`src/common/egress_q_pkg.sv`:
```
/*
 * Shared sizes, types and state encodings for the egress queueing subsystem.
 * Imported by every design module, by the interfaces and by the testbench.
 */
package egress_q_pkg;

    // ------------------------------
    // Sizes
    // ------------------------------
    localparam int NUM_PORTS       = 2;
    localparam int NUM_BUFFERS     = 8;
    localparam int BUF_WORDS       = 8;
    localparam int WORD_WID        = 32;
    localparam int OUT_CREDIT_INIT = 4;

    localparam int PORT_WID     = $clog2(NUM_PORTS);
    localparam int BUF_ID_WID   = $clog2(NUM_BUFFERS);
    localparam int OFS_WID      = $clog2(BUF_WORDS);
    localparam int LEN_WID      = OFS_WID + 1;
    localparam int MEM_ADDR_WID = BUF_ID_WID + OFS_WID;
    localparam int MEM_DEPTH    = NUM_BUFFERS * BUF_WORDS;

    // ------------------------------
    // Types
    // ------------------------------
    typedef logic [PORT_WID-1:0]     port_t;
    typedef logic [BUF_ID_WID-1:0]   buf_id_t;
    typedef logic [LEN_WID-1:0]      len_t;
    typedef logic [WORD_WID-1:0]     word_t;
    typedef logic [OFS_WID-1:0]      ofs_t;
    // Buffer number in the upper bits, word offset in the lower bits
    typedef logic [MEM_ADDR_WID-1:0] mem_addr_t;

    typedef logic [$clog2(NUM_BUFFERS+1)-1:0]     buf_cnt_t;
    typedef logic [$clog2(OUT_CREDIT_INIT+1)-1:0] out_cred_t;

    typedef enum logic {
        CTRL_INIT,
        CTRL_RUN
    } ctrl_state_t;

    typedef enum logic [1:0] {
        RD_IDLE,
        RD_XFER,
        RD_FREE
    } rd_state_t;

endpackage : egress_q_pkg

```
`src/common/pkt_desc_if.sv`:
```
/*
 * Packet descriptor channel: buffer number, length and destination port.
 * The writer pushes into the controller without handshake; the controller
 * offers descriptors to the reader and holds them until a one-cycle ack.
 */
interface pkt_desc_if ();
    import egress_q_pkg::*;

    logic    valid;
    logic    ack;
    buf_id_t buf_id;
    len_t    len;
    port_t   port;

    // Push side, no ack
    modport writer   (output valid, buf_id, len, port);
    modport ctrl_in  (input  valid, buf_id, len, port);

    // Pop side, held until ack
    modport ctrl_out (output valid, buf_id, len, port, input  ack);
    modport reader   (input  valid, buf_id, len, port, output ack);

endinterface : pkt_desc_if

```
`src/common/buf_mem_if.sv`:
```
/*
 * Buffer memory access: one write port used by the writer and one read
 * port used by the reader. Read data follows rd_en by exactly one cycle.
 */
interface buf_mem_if ();
    import egress_q_pkg::*;

    // Write port
    logic      wr_en;
    mem_addr_t wr_addr;
    word_t     wr_data;

    // Read port
    logic      rd_en;
    mem_addr_t rd_addr;
    word_t     rd_data;

    modport mem (
        input  wr_en, wr_addr, wr_data,
        input  rd_en, rd_addr,
        output rd_data
    );

    modport writer (output wr_en, wr_addr, wr_data);

    modport reader (output rd_en, rd_addr, input rd_data);

endinterface : buf_mem_if

```
`src/hdl/buf_mem.sv`:
```
/*
 * Packet buffer memory, one write port and one read port.
 * Reads are registered, so data appears one cycle after rd_en.
 */
module buf_mem (
    input  logic   clk,
    buf_mem_if.mem mem_if
);
    import egress_q_pkg::*;

    word_t mem [MEM_DEPTH];

    always_ff @(posedge clk) begin
        if (mem_if.wr_en) begin
            mem[mem_if.wr_addr] <= mem_if.wr_data;
        end
    end

    // Old contents on a same-address collision
    always_ff @(posedge clk) begin
        if (mem_if.rd_en) begin
            mem_if.rd_data <= mem[mem_if.rd_addr];
        end
    end

endmodule : buf_mem

```
`src/egress_q/egress_q_ctrl.sv`:
```
/*
 * Queue controller. Keeps the free-buffer list, one descriptor FIFO per
 * output port and a round-robin choice between the ports. After reset it
 * loads the free list with every buffer number, then raises o_init_done.
 * Each released buffer returns one ingress credit a cycle later.
 */
module egress_q_ctrl (
    input  logic                  clk,
    input  logic                  i_rst_n,

    pkt_desc_if.ctrl_in           desc_wr,
    pkt_desc_if.ctrl_out          desc_rd,

    output egress_q_pkg::buf_id_t o_free_buf,
    input  logic                  i_alloc,
    input  logic                  i_release,
    input  egress_q_pkg::buf_id_t i_release_buf,

    output logic                  o_in_credit,
    output logic                  o_init_done
);
    import egress_q_pkg::*;

    ctrl_state_t state;

    // Free list
    buf_id_t  free_list [NUM_BUFFERS];
    buf_id_t  free_rd;
    buf_id_t  free_wr;
    buf_cnt_t free_cnt;
    logic     fl_wr_en;
    buf_id_t  fl_wr_data;

    // Descriptor queues, as deep as the number of buffers
    buf_id_t  q_buf [NUM_PORTS][NUM_BUFFERS];
    len_t     q_len [NUM_PORTS][NUM_BUFFERS];
    buf_id_t  q_rd  [NUM_PORTS];
    buf_id_t  q_wr  [NUM_PORTS];
    buf_cnt_t q_cnt [NUM_PORTS];
    logic [NUM_PORTS-1:0] q_push;
    logic [NUM_PORTS-1:0] q_pop;
    logic [NUM_PORTS-1:0] q_nonempty;

    // Round robin
    port_t rr_port;
    port_t pick_port;
    port_t sel_port;
    logic  sel_valid;
    logic  pick;

    // ------------------------------
    // Free list
    // ------------------------------
    assign fl_wr_en    = (state == CTRL_INIT) || i_release;
    assign fl_wr_data  = (state == CTRL_INIT) ? free_wr : i_release_buf;
    assign o_free_buf  = free_list[free_rd];
    assign o_init_done = (state == CTRL_RUN);

    always_ff @(posedge clk) begin
        if (fl_wr_en) begin
            free_list[free_wr] <= fl_wr_data;
        end
    end

    always_ff @(posedge clk or negedge i_rst_n) begin
        if (!i_rst_n) begin
            state       <= CTRL_INIT;
            free_rd     <= '0;
            free_wr     <= '0;
            free_cnt    <= '0;
            o_in_credit <= 1'b0;
        end else begin
            o_in_credit <= i_release;
            if (fl_wr_en) begin
                free_wr <= free_wr + buf_id_t'(1);
            end
            if (i_alloc) begin
                free_rd <= free_rd + buf_id_t'(1);
            end
            if (fl_wr_en && !i_alloc) begin
                free_cnt <= free_cnt + buf_cnt_t'(1);
            end else if (!fl_wr_en && i_alloc) begin
                free_cnt <= free_cnt - buf_cnt_t'(1);
            end
            // Last buffer number loaded ends initialization
            if (state == CTRL_INIT && free_wr == buf_id_t'(NUM_BUFFERS - 1)) begin
                state <= CTRL_RUN;
            end
        end
    end

    // ------------------------------
    // Descriptor queues
    // ------------------------------
    always_comb begin
        for (int p = 0; p < NUM_PORTS; p++) begin
            q_push[p]     = desc_wr.valid && (desc_wr.port == port_t'(p));
            q_pop[p]      = desc_rd.ack && (sel_port == port_t'(p));
            q_nonempty[p] = (q_cnt[p] != '0);
        end
    end

    always_ff @(posedge clk) begin
        if (desc_wr.valid) begin
            q_buf[desc_wr.port][q_wr[desc_wr.port]] <= desc_wr.buf_id;
            q_len[desc_wr.port][q_wr[desc_wr.port]] <= desc_wr.len;
        end
    end

    always_ff @(posedge clk or negedge i_rst_n) begin
        if (!i_rst_n) begin
            for (int p = 0; p < NUM_PORTS; p++) begin
                q_rd[p]  <= '0;
                q_wr[p]  <= '0;
                q_cnt[p] <= '0;
            end
        end else begin
            for (int p = 0; p < NUM_PORTS; p++) begin
                if (q_push[p]) begin
                    q_wr[p] <= q_wr[p] + buf_id_t'(1);
                end
                if (q_pop[p]) begin
                    q_rd[p] <= q_rd[p] + buf_id_t'(1);
                end
                if (q_push[p] && !q_pop[p]) begin
                    q_cnt[p] <= q_cnt[p] + buf_cnt_t'(1);
                end else if (!q_push[p] && q_pop[p]) begin
                    q_cnt[p] <= q_cnt[p] - buf_cnt_t'(1);
                end
            end
        end
    end

    // ------------------------------
    // Round-robin selection
    // ------------------------------
    // Favoured port first, otherwise the other one
    always_comb begin
        pick_port = rr_port;
        if (!q_nonempty[rr_port]) begin
            pick_port = port_t'(rr_port + port_t'(1));
        end
    end

    assign pick = !sel_valid && (q_nonempty != '0);

    always_ff @(posedge clk or negedge i_rst_n) begin
        if (!i_rst_n) begin
            sel_valid <= 1'b0;
            sel_port  <= '0;
            rr_port   <= '0;
        end else if (desc_rd.ack) begin
            sel_valid <= 1'b0;
            rr_port   <= port_t'(sel_port + port_t'(1));
        end else if (pick) begin
            sel_valid <= 1'b1;
            sel_port  <= pick_port;
        end
    end

    // Head of the chosen queue stays put until it is popped
    assign desc_rd.valid  = sel_valid;
    assign desc_rd.port   = sel_port;
    assign desc_rd.buf_id = q_buf[sel_port][q_rd[sel_port]];
    assign desc_rd.len    = q_len[sel_port][q_rd[sel_port]];

endmodule : egress_q_ctrl

```
`src/egress_q/egress_q_writer.sv`:
```
/*
 * Ingress writer. Takes the free buffer on the first word of a packet,
 * writes each word straight into the buffer memory, and pushes one
 * descriptor to the controller in the cycle after the last word.
 */
module egress_q_writer (
    input  logic                  clk,
    input  logic                  i_rst_n,

    input  logic                  i_in_valid,
    input  egress_q_pkg::word_t   i_in_data,
    input  logic                  i_in_last,
    input  egress_q_pkg::port_t   i_in_port,

    input  egress_q_pkg::buf_id_t i_free_buf,
    output logic                  o_alloc,

    buf_mem_if.writer             mem_wr,
    pkt_desc_if.writer            desc_wr
);
    import egress_q_pkg::*;

    logic    in_pkt;
    logic    first;
    buf_id_t cur_buf;
    port_t   cur_port;
    ofs_t    ofs;
    buf_id_t wr_buf;
    ofs_t    wr_ofs;
    port_t   wr_port;

    // First word uses the free-list head directly
    assign first   = i_in_valid && !in_pkt;
    assign wr_buf  = first ? i_free_buf : cur_buf;
    assign wr_ofs  = first ? '0 : ofs;
    assign wr_port = first ? i_in_port : cur_port;
    assign o_alloc = first;

    assign mem_wr.wr_en   = i_in_valid;
    assign mem_wr.wr_addr = {wr_buf, wr_ofs};
    assign mem_wr.wr_data = i_in_data;

    always_ff @(posedge clk or negedge i_rst_n) begin
        if (!i_rst_n) begin
            in_pkt <= 1'b0;
            ofs    <= '0;
        end else if (i_in_valid) begin
            in_pkt <= !i_in_last;
            ofs    <= wr_ofs + ofs_t'(1);
        end
    end

    always_ff @(posedge clk) begin
        if (first) begin
            cur_buf  <= i_free_buf;
            cur_port <= i_in_port;
        end
    end

    // ------------------------------
    // Descriptor push
    // ------------------------------
    always_ff @(posedge clk or negedge i_rst_n) begin
        if (!i_rst_n) begin
            desc_wr.valid <= 1'b0;
        end else begin
            desc_wr.valid <= i_in_valid && i_in_last;
        end
    end

    always_ff @(posedge clk) begin
        if (i_in_valid && i_in_last) begin
            desc_wr.buf_id <= wr_buf;
            desc_wr.len    <= len_t'(wr_ofs) + len_t'(1);
            desc_wr.port   <= wr_port;
        end
    end

endmodule : egress_q_writer

```
`src/egress_q/egress_q_reader.sv`:
```
/*
 * Egress reader. Takes one descriptor at a time, reads its words while the
 * destination port holds word credits, and frees the buffer afterwards.
 * A port without credits stalls the other port as well.
 */
module egress_q_reader (
    input  logic                                  clk,
    input  logic                                  i_rst_n,

    pkt_desc_if.reader                            desc_rd,
    buf_mem_if.reader                             mem_rd,

    input  logic [egress_q_pkg::NUM_PORTS-1:0]    i_out_credit,
    output logic [egress_q_pkg::NUM_PORTS-1:0]    o_out_valid,
    output egress_q_pkg::word_t                   o_out_data,
    output logic                                  o_out_last,

    output logic                                  o_release,
    output egress_q_pkg::buf_id_t                 o_release_buf
);
    import egress_q_pkg::*;

    rd_state_t state;
    buf_id_t   cur_buf;
    len_t      cur_len;
    port_t     cur_port;
    ofs_t      ofs;
    out_cred_t cred [NUM_PORTS];
    logic      rd_issue;
    logic      last_word;

    assign desc_rd.ack = (state == RD_IDLE) && desc_rd.valid;
    assign rd_issue    = (state == RD_XFER) && (cred[cur_port] != '0);
    assign last_word   = ((len_t'(ofs) + len_t'(1)) == cur_len);

    assign mem_rd.rd_en   = rd_issue;
    assign mem_rd.rd_addr = {cur_buf, ofs};

    assign o_out_data    = mem_rd.rd_data;
    assign o_release     = (state == RD_FREE);
    assign o_release_buf = cur_buf;

    // ------------------------------
    // Read FSM
    // ------------------------------
    always_ff @(posedge clk or negedge i_rst_n) begin
        if (!i_rst_n) begin
            state <= RD_IDLE;
            ofs   <= '0;
        end else begin
            case (state)
                RD_IDLE: begin
                    if (desc_rd.valid) begin
                        state <= RD_XFER;
                        ofs   <= '0;
                    end
                end
                RD_XFER: begin
                    if (rd_issue) begin
                        ofs <= ofs + ofs_t'(1);
                        if (last_word) begin
                            state <= RD_FREE;
                        end
                    end
                end
                default: begin
                    state <= RD_IDLE;
                end
            endcase
        end
    end

    always_ff @(posedge clk) begin
        if (desc_rd.ack) begin
            cur_buf  <= desc_rd.buf_id;
            cur_len  <= desc_rd.len;
            cur_port <= desc_rd.port;
        end
    end

    // Output strobes line up with the registered memory read
    always_ff @(posedge clk or negedge i_rst_n) begin
        if (!i_rst_n) begin
            o_out_valid <= '0;
            o_out_last  <= 1'b0;
        end else begin
            for (int p = 0; p < NUM_PORTS; p++) begin
                o_out_valid[p] <= rd_issue && (cur_port == port_t'(p));
            end
            o_out_last <= rd_issue && last_word;
        end
    end

    // ------------------------------
    // Word credits per port
    // ------------------------------
    always_ff @(posedge clk or negedge i_rst_n) begin
        if (!i_rst_n) begin
            for (int p = 0; p < NUM_PORTS; p++) begin
                cred[p] <= out_cred_t'(OUT_CREDIT_INIT);
            end
        end else begin
            for (int p = 0; p < NUM_PORTS; p++) begin
                if (i_out_credit[p] && !(rd_issue && cur_port == port_t'(p))) begin
                    cred[p] <= cred[p] + out_cred_t'(1);
                end else if (!i_out_credit[p] && rd_issue && cur_port == port_t'(p)) begin
                    cred[p] <= cred[p] - out_cred_t'(1);
                end
            end
        end
    end

endmodule : egress_q_reader

```
`src/hdl/egress_qs.sv`:
```
/*
 * Egress queueing subsystem top level. Packets enter on one ingress
 * stream under per-packet credits and leave on one of two output ports
 * under per-word credits. The sender waits for o_init_done before sending.
 */
module egress_qs (
    input  logic                               clk,
    input  logic                               i_rst_n,

    input  logic                               i_in_valid,
    input  egress_q_pkg::word_t                i_in_data,
    input  logic                               i_in_last,
    input  egress_q_pkg::port_t                i_in_port,
    output logic                               o_in_credit,

    output logic [egress_q_pkg::NUM_PORTS-1:0] o_out_valid,
    output egress_q_pkg::word_t                o_out_data,
    output logic                               o_out_last,
    input  logic [egress_q_pkg::NUM_PORTS-1:0] i_out_credit,

    output logic                               o_init_done
);
    import egress_q_pkg::*;

    buf_id_t free_buf;
    logic    alloc;
    logic    release_en;
    buf_id_t release_buf;

    pkt_desc_if desc_wr ();
    pkt_desc_if desc_rd ();
    buf_mem_if  mem_if ();

    // ------------------------------
    // Control
    // ------------------------------
    egress_q_ctrl i_egress_q_ctrl (
        .clk           ( clk ),
        .i_rst_n       ( i_rst_n ),
        .desc_wr       ( desc_wr ),
        .desc_rd       ( desc_rd ),
        .o_free_buf    ( free_buf ),
        .i_alloc       ( alloc ),
        .i_release     ( release_en ),
        .i_release_buf ( release_buf ),
        .o_in_credit   ( o_in_credit ),
        .o_init_done   ( o_init_done )
    );

    // ------------------------------
    // Datapath
    // ------------------------------
    egress_q_writer i_egress_q_writer (
        .clk        ( clk ),
        .i_rst_n    ( i_rst_n ),
        .i_in_valid ( i_in_valid ),
        .i_in_data  ( i_in_data ),
        .i_in_last  ( i_in_last ),
        .i_in_port  ( i_in_port ),
        .i_free_buf ( free_buf ),
        .o_alloc    ( alloc ),
        .mem_wr     ( mem_if ),
        .desc_wr    ( desc_wr )
    );

    egress_q_reader i_egress_q_reader (
        .clk           ( clk ),
        .i_rst_n       ( i_rst_n ),
        .desc_rd       ( desc_rd ),
        .mem_rd        ( mem_if ),
        .i_out_credit  ( i_out_credit ),
        .o_out_valid   ( o_out_valid ),
        .o_out_data    ( o_out_data ),
        .o_out_last    ( o_out_last ),
        .o_release     ( release_en ),
        .o_release_buf ( release_buf )
    );

    buf_mem i_buf_mem (
        .clk    ( clk ),
        .mem_if ( mem_if )
    );

endmodule : egress_qs

```
`config.mk`:
```
export PLATFORM = sky130hd
export DESIGN_NAME = egress_qs
export DESIGN_NICKNAME = d
export VERILOG_FILES = /design/src/common/egress_q_pkg.sv /design/src/common/pkt_desc_if.sv /design/src/common/buf_mem_if.sv /design/src/hdl/buf_mem.sv /design/src/egress_q/egress_q_ctrl.sv /design/src/egress_q/egress_q_writer.sv /design/src/egress_q/egress_q_reader.sv /design/src/hdl/egress_qs.sv
export SDC_FILE = /design/constraint.sdc
export NUM_CORES = 2
export LEC_CHECK = 0
export BUFFER_PORTS_ARGS = -buffer_cell sky130_fd_sc_hd__buf_2
export CORE_ASPECT_RATIO = 1.4
export CORE_UTILIZATION = 42
export DETAILED_ROUTE_END_ITERATION = 10
export GPL_ROUTABILITY_DRIVEN = 0
export PLACE_DENSITY = 0.69
export SLEW_MARGIN = 10
export SYNTH_ARGS = -nofsm -noshare
export SYNTH_HDL_FRONTEND = slang
export SYNTH_SLANG_ARGS = --single-unit
```
`constraint.sdc`:
```
create_clock -name clk -period 3.25 [get_ports clk]
set_input_delay 0 -clock clk [delete_from_list [all_inputs] [get_ports clk]]
set_output_delay 0 -clock clk [all_outputs]
set_load 0.005 [all_outputs]
```
==> results.toml <==
[die]
fp.dieW_um = 388
start_util_pct = 42.2
rows = 198
die_area_mm2 = 0.211
die_height_um = 543
ios = 76
core_area_mm2 = 0.208

[clock_tree]
clk_path_buf_depth = 4
cts_buffers = 204
cts-root-buf = "clkbuf_16"
clkTransAtPathRegs_ns = 0.07
cts_tree = "yes"
clock_latency_ns = 0.85
clkSinkCount = 2286
htreeDepth = 4

[worst_setup_path]
path_max_fanout = 24
cp.arrival_ns = 3.60
start_kind = "flop"
crit_required_ns = 3.73
crit_path_end_kind = "flop"
path_class = "reg -> reg"

[placed_design]
dp_hpwl_um = 122000
place_inst = 6740
io_buffers = 75

[final_layout]
layout_common_cells = "edfxtp_1 (2232), mux4_2 (508), clkbuf_16 (206), mux2i_1 (191), buf_4 (154)"
nFillCells = 16300
final_util_pct = 48.5
final_nets = 4343
final_common_cell = "edfxtp_1"
area_delta_synth_final_pct = 14.8
layout.cells.non_filler = 7144
layout-drive-gt1-share_pct = 27.9

[global_routing]
grt_max_degree = 68
antenna_found_initial = 6
grt_pass1_wl_um = 288000
grtUsageTotal_pct = 18.7
grt_pass1_vias = 42800
grt_remaining_overflow = 0

[timing]
slew_violations = 0
max_slew_margin_pct = 17.5
finalCritPeriodShare_pct = 96.0
max_freq_ghz = 0.321
skew_ns = 0.0543
tightest_slew_ns = 1.24
final-hold-violation-count = 0
rsz0062_at_grt = "false"
min_period_ns = 3.12
setup_viol = 0

[synth]
synth-edff-count = 2232
synth_ff_type = "edfxtp_1"
yosysWarnings = 0
syn_inst = 3927
synth-seq-area-share_pct = 78.0
avgSynthCellArea_um2 = 22.3
syn-cell-area_mm2 = 0.0877
ys_types = 59
synth_nets = 3985
async_flop_share_pct = 2.19
ys_seq_elements = 2286

[pwr]
power.leakage_nw = 31.6
power.density_mw_per_mm2 = 787
ir_drop_mv = 0.541

[detailed_routing]
wl_per_cell_um = 27.7
dr.pass1.iters = 6
drt_iter0_drc = 3830
dr_total_vias = 41200
ant_nets = 0
routed_wl_um = 198000
drc_errors = 0
viasPerCell = 5.77

[hold_path]
hp-class = "in -> reg"

[run_status]
status = "finished, final reports clean"

[job]
cap_viol_max_count = 0
-- flip-flops by register name, summed over array words and instances (netlist names), 2 cells and up --
register,count
i_buf_mem.mem,2048
i_egress_q_reader.ofs,3
i_buf_mem.mem_if.rd_data,32
i_egress_q_ctrl.free_rd,3
i_egress_q_ctrl.q_wr,6
i_egress_q_ctrl.q_rd,6
i_egress_q_ctrl.free_list,24
i_egress_q_writer.desc_wr.len,4
i_egress_q_ctrl.free_wr,3
i_egress_q_reader.cur_len,4
i_egress_q_writer.ofs,3
i_egress_q_ctrl.q_buf,48
i_egress_q_reader.o_out_valid,2
i_egress_q_reader.cred,6
i_egress_q_ctrl.q_len,64
i_egress_q_writer.cur_buf,3
i_egress_q_reader.o_release_buf,3
i_egress_q_ctrl.q_cnt,8
i_egress_q_reader.state,2
i_egress_q_writer.desc_wr.buf_id,3
-- per-stage QoR --
stage	power (W)	TNS, ns	hold WS, ns	setup slack [ns]	cell area, µm²
global placement	0.0567	0	0.140	0.190	94000
detailed placement	0.0570	0	0.137	0.167	94000
CTS	0.0799	0	0.00168	0.121	101000
floorplan	0.0493	-196.95	-0.296	-0.320	87700
global route	0.0821	0	0.0505	0.0596	101000
finish	0.0792	0	0.0222	0.130	101000
-- logic make-up after synthesis --
| logic type | share of synthesized area [%] |
|---|---|
| compound gates | 2.85 |
| xor+xnor | 0.300 |
| mux | 15.7 |
| buf+inv | 1.39 |
| fa+ha+maj | 0.305 |
| simple gates | 1.51 |
| flops | 78.0 |
-- synth_stat cells, drive strengths merged, types with 2 or more instances --
master / number / area, µm²
dfstp: 2 / 52.6
and2: 7 / 43.8
nor4: 4 / 25.0
inv: 16 / 60.1
or3b: 3 / 26.3
nand2b: 15 / 93.8
nor2b: 40 / 250
nand3: 11 / 55.1
a211oi: 62 / 465
a22oi: 22 / 165
ha: 15 / 188
a21oi: 71 / 355
or2: 3 / 18.8
dfrtp: 48 / 1200
a311oi: 8 / 70.1
xor2: 8 / 70.1
o211ai: 8 / 60.1
dfxtp: 4 / 80.1
o32ai: 2 / 17.5
o221ai: 21 / 184
o21ai: 12 / 60.1
a21o: 2 / 15.0
fa: 4 / 80.1
mux2: 35 / 394
edfxtp: 2232 / 67000
a22o: 39 / 342
buf: 145 / 890
a31oi: 11 / 68.8
a221o: 7 / 70.1
nand2: 45 / 169
nand3b: 6 / 45.0
a221oi: 50 / 438
nor3: 14 / 70.1
mux4: 508 / 11400
o31ai: 2 / 15.0
o22ai: 19 / 119
xnor2: 22 / 193
clkbuf: 70 / 263
nor2: 132 / 498
mux2i: 191 / 1910
-- final timing paths --
kind | startpoint | endpoint | slack (ns) | depth (start not counted)
max | i_egress_q_ctrl.free_rd[0] | i_buf_mem.mem[61][6] | 0.13 | 8
min | i_in_data[29] | i_buf_mem.mem[4][29] | 0.02 | 1
max reg2reg | i_egress_q_ctrl.free_rd[0] | i_buf_mem.mem[61][6] | 0.13 | 8
min reg2reg | i_egress_q_ctrl.q_rd[2] | i_egress_q_ctrl.q_rd[2] | 0.47 | 1
max in group asynchronous | i_rst_n | i_egress_q_ctrl.q_wr[0] | 2.66 | 4
min in group asynchronous | i_rst_n | i_egress_q_reader.cred[5] | 0.31 | 3
-- power breakdown --
group          leakage, nW  switching [W]  total [W]  internal, W
Sequential            20.8       0.000920     0.0349       0.0340
Combinational         7.73         0.0112     0.0212      0.00999
Clock                 3.08         0.0104     0.0231       0.0127
Total                 31.6         0.0226     0.0792       0.0566
-- layer usage --
layer / global-route usage (%) / up-vias / part of all wire [%]
li1: - / 17300 / -
met1: 22.5 / 22100 / 37
met2: 33.8 / 1484 / 53
met3: 3.21 / 379 / 6.6
met4: 6.27 / 6 / 3.2
met5: 0 / - / 0.021
-- worst max-delay path, stage by stage (launching register included) --
cell     delay (ns)
dfrtp_1        0.50
mux4_2         0.38
mux2i_1        0.08
o21ai_1        0.40
buf_4          0.23
nand2_1        0.16
buf_12         0.25
nor2_4         0.43
buf_12         0.28
-- layout make-up --
type                    instances  area [µm²]  share of cell area (%)
flip-flops and latches       2286       68400                    67.9
multi-input cells            1409       18600                    18.5
clock buffers                 245        5350                    5.31
repair buffers                367        3970                    3.95
well taps                    2700        3380                    3.36
clock inverters               119         935                   0.928
inverters                      17        63.8                  0.0634
diodes                          1        2.50                 0.00249
-- what timing repair did --
item	4_1_cts	5_1_grt
resized for setup	0	1
hold buffers	38	1
endpoints found under the hold margin	1579	64
buffers inserted	0	0
setup endpoints to repair	0	16
No activity file was read; power rests on OpenSTA's default activity.
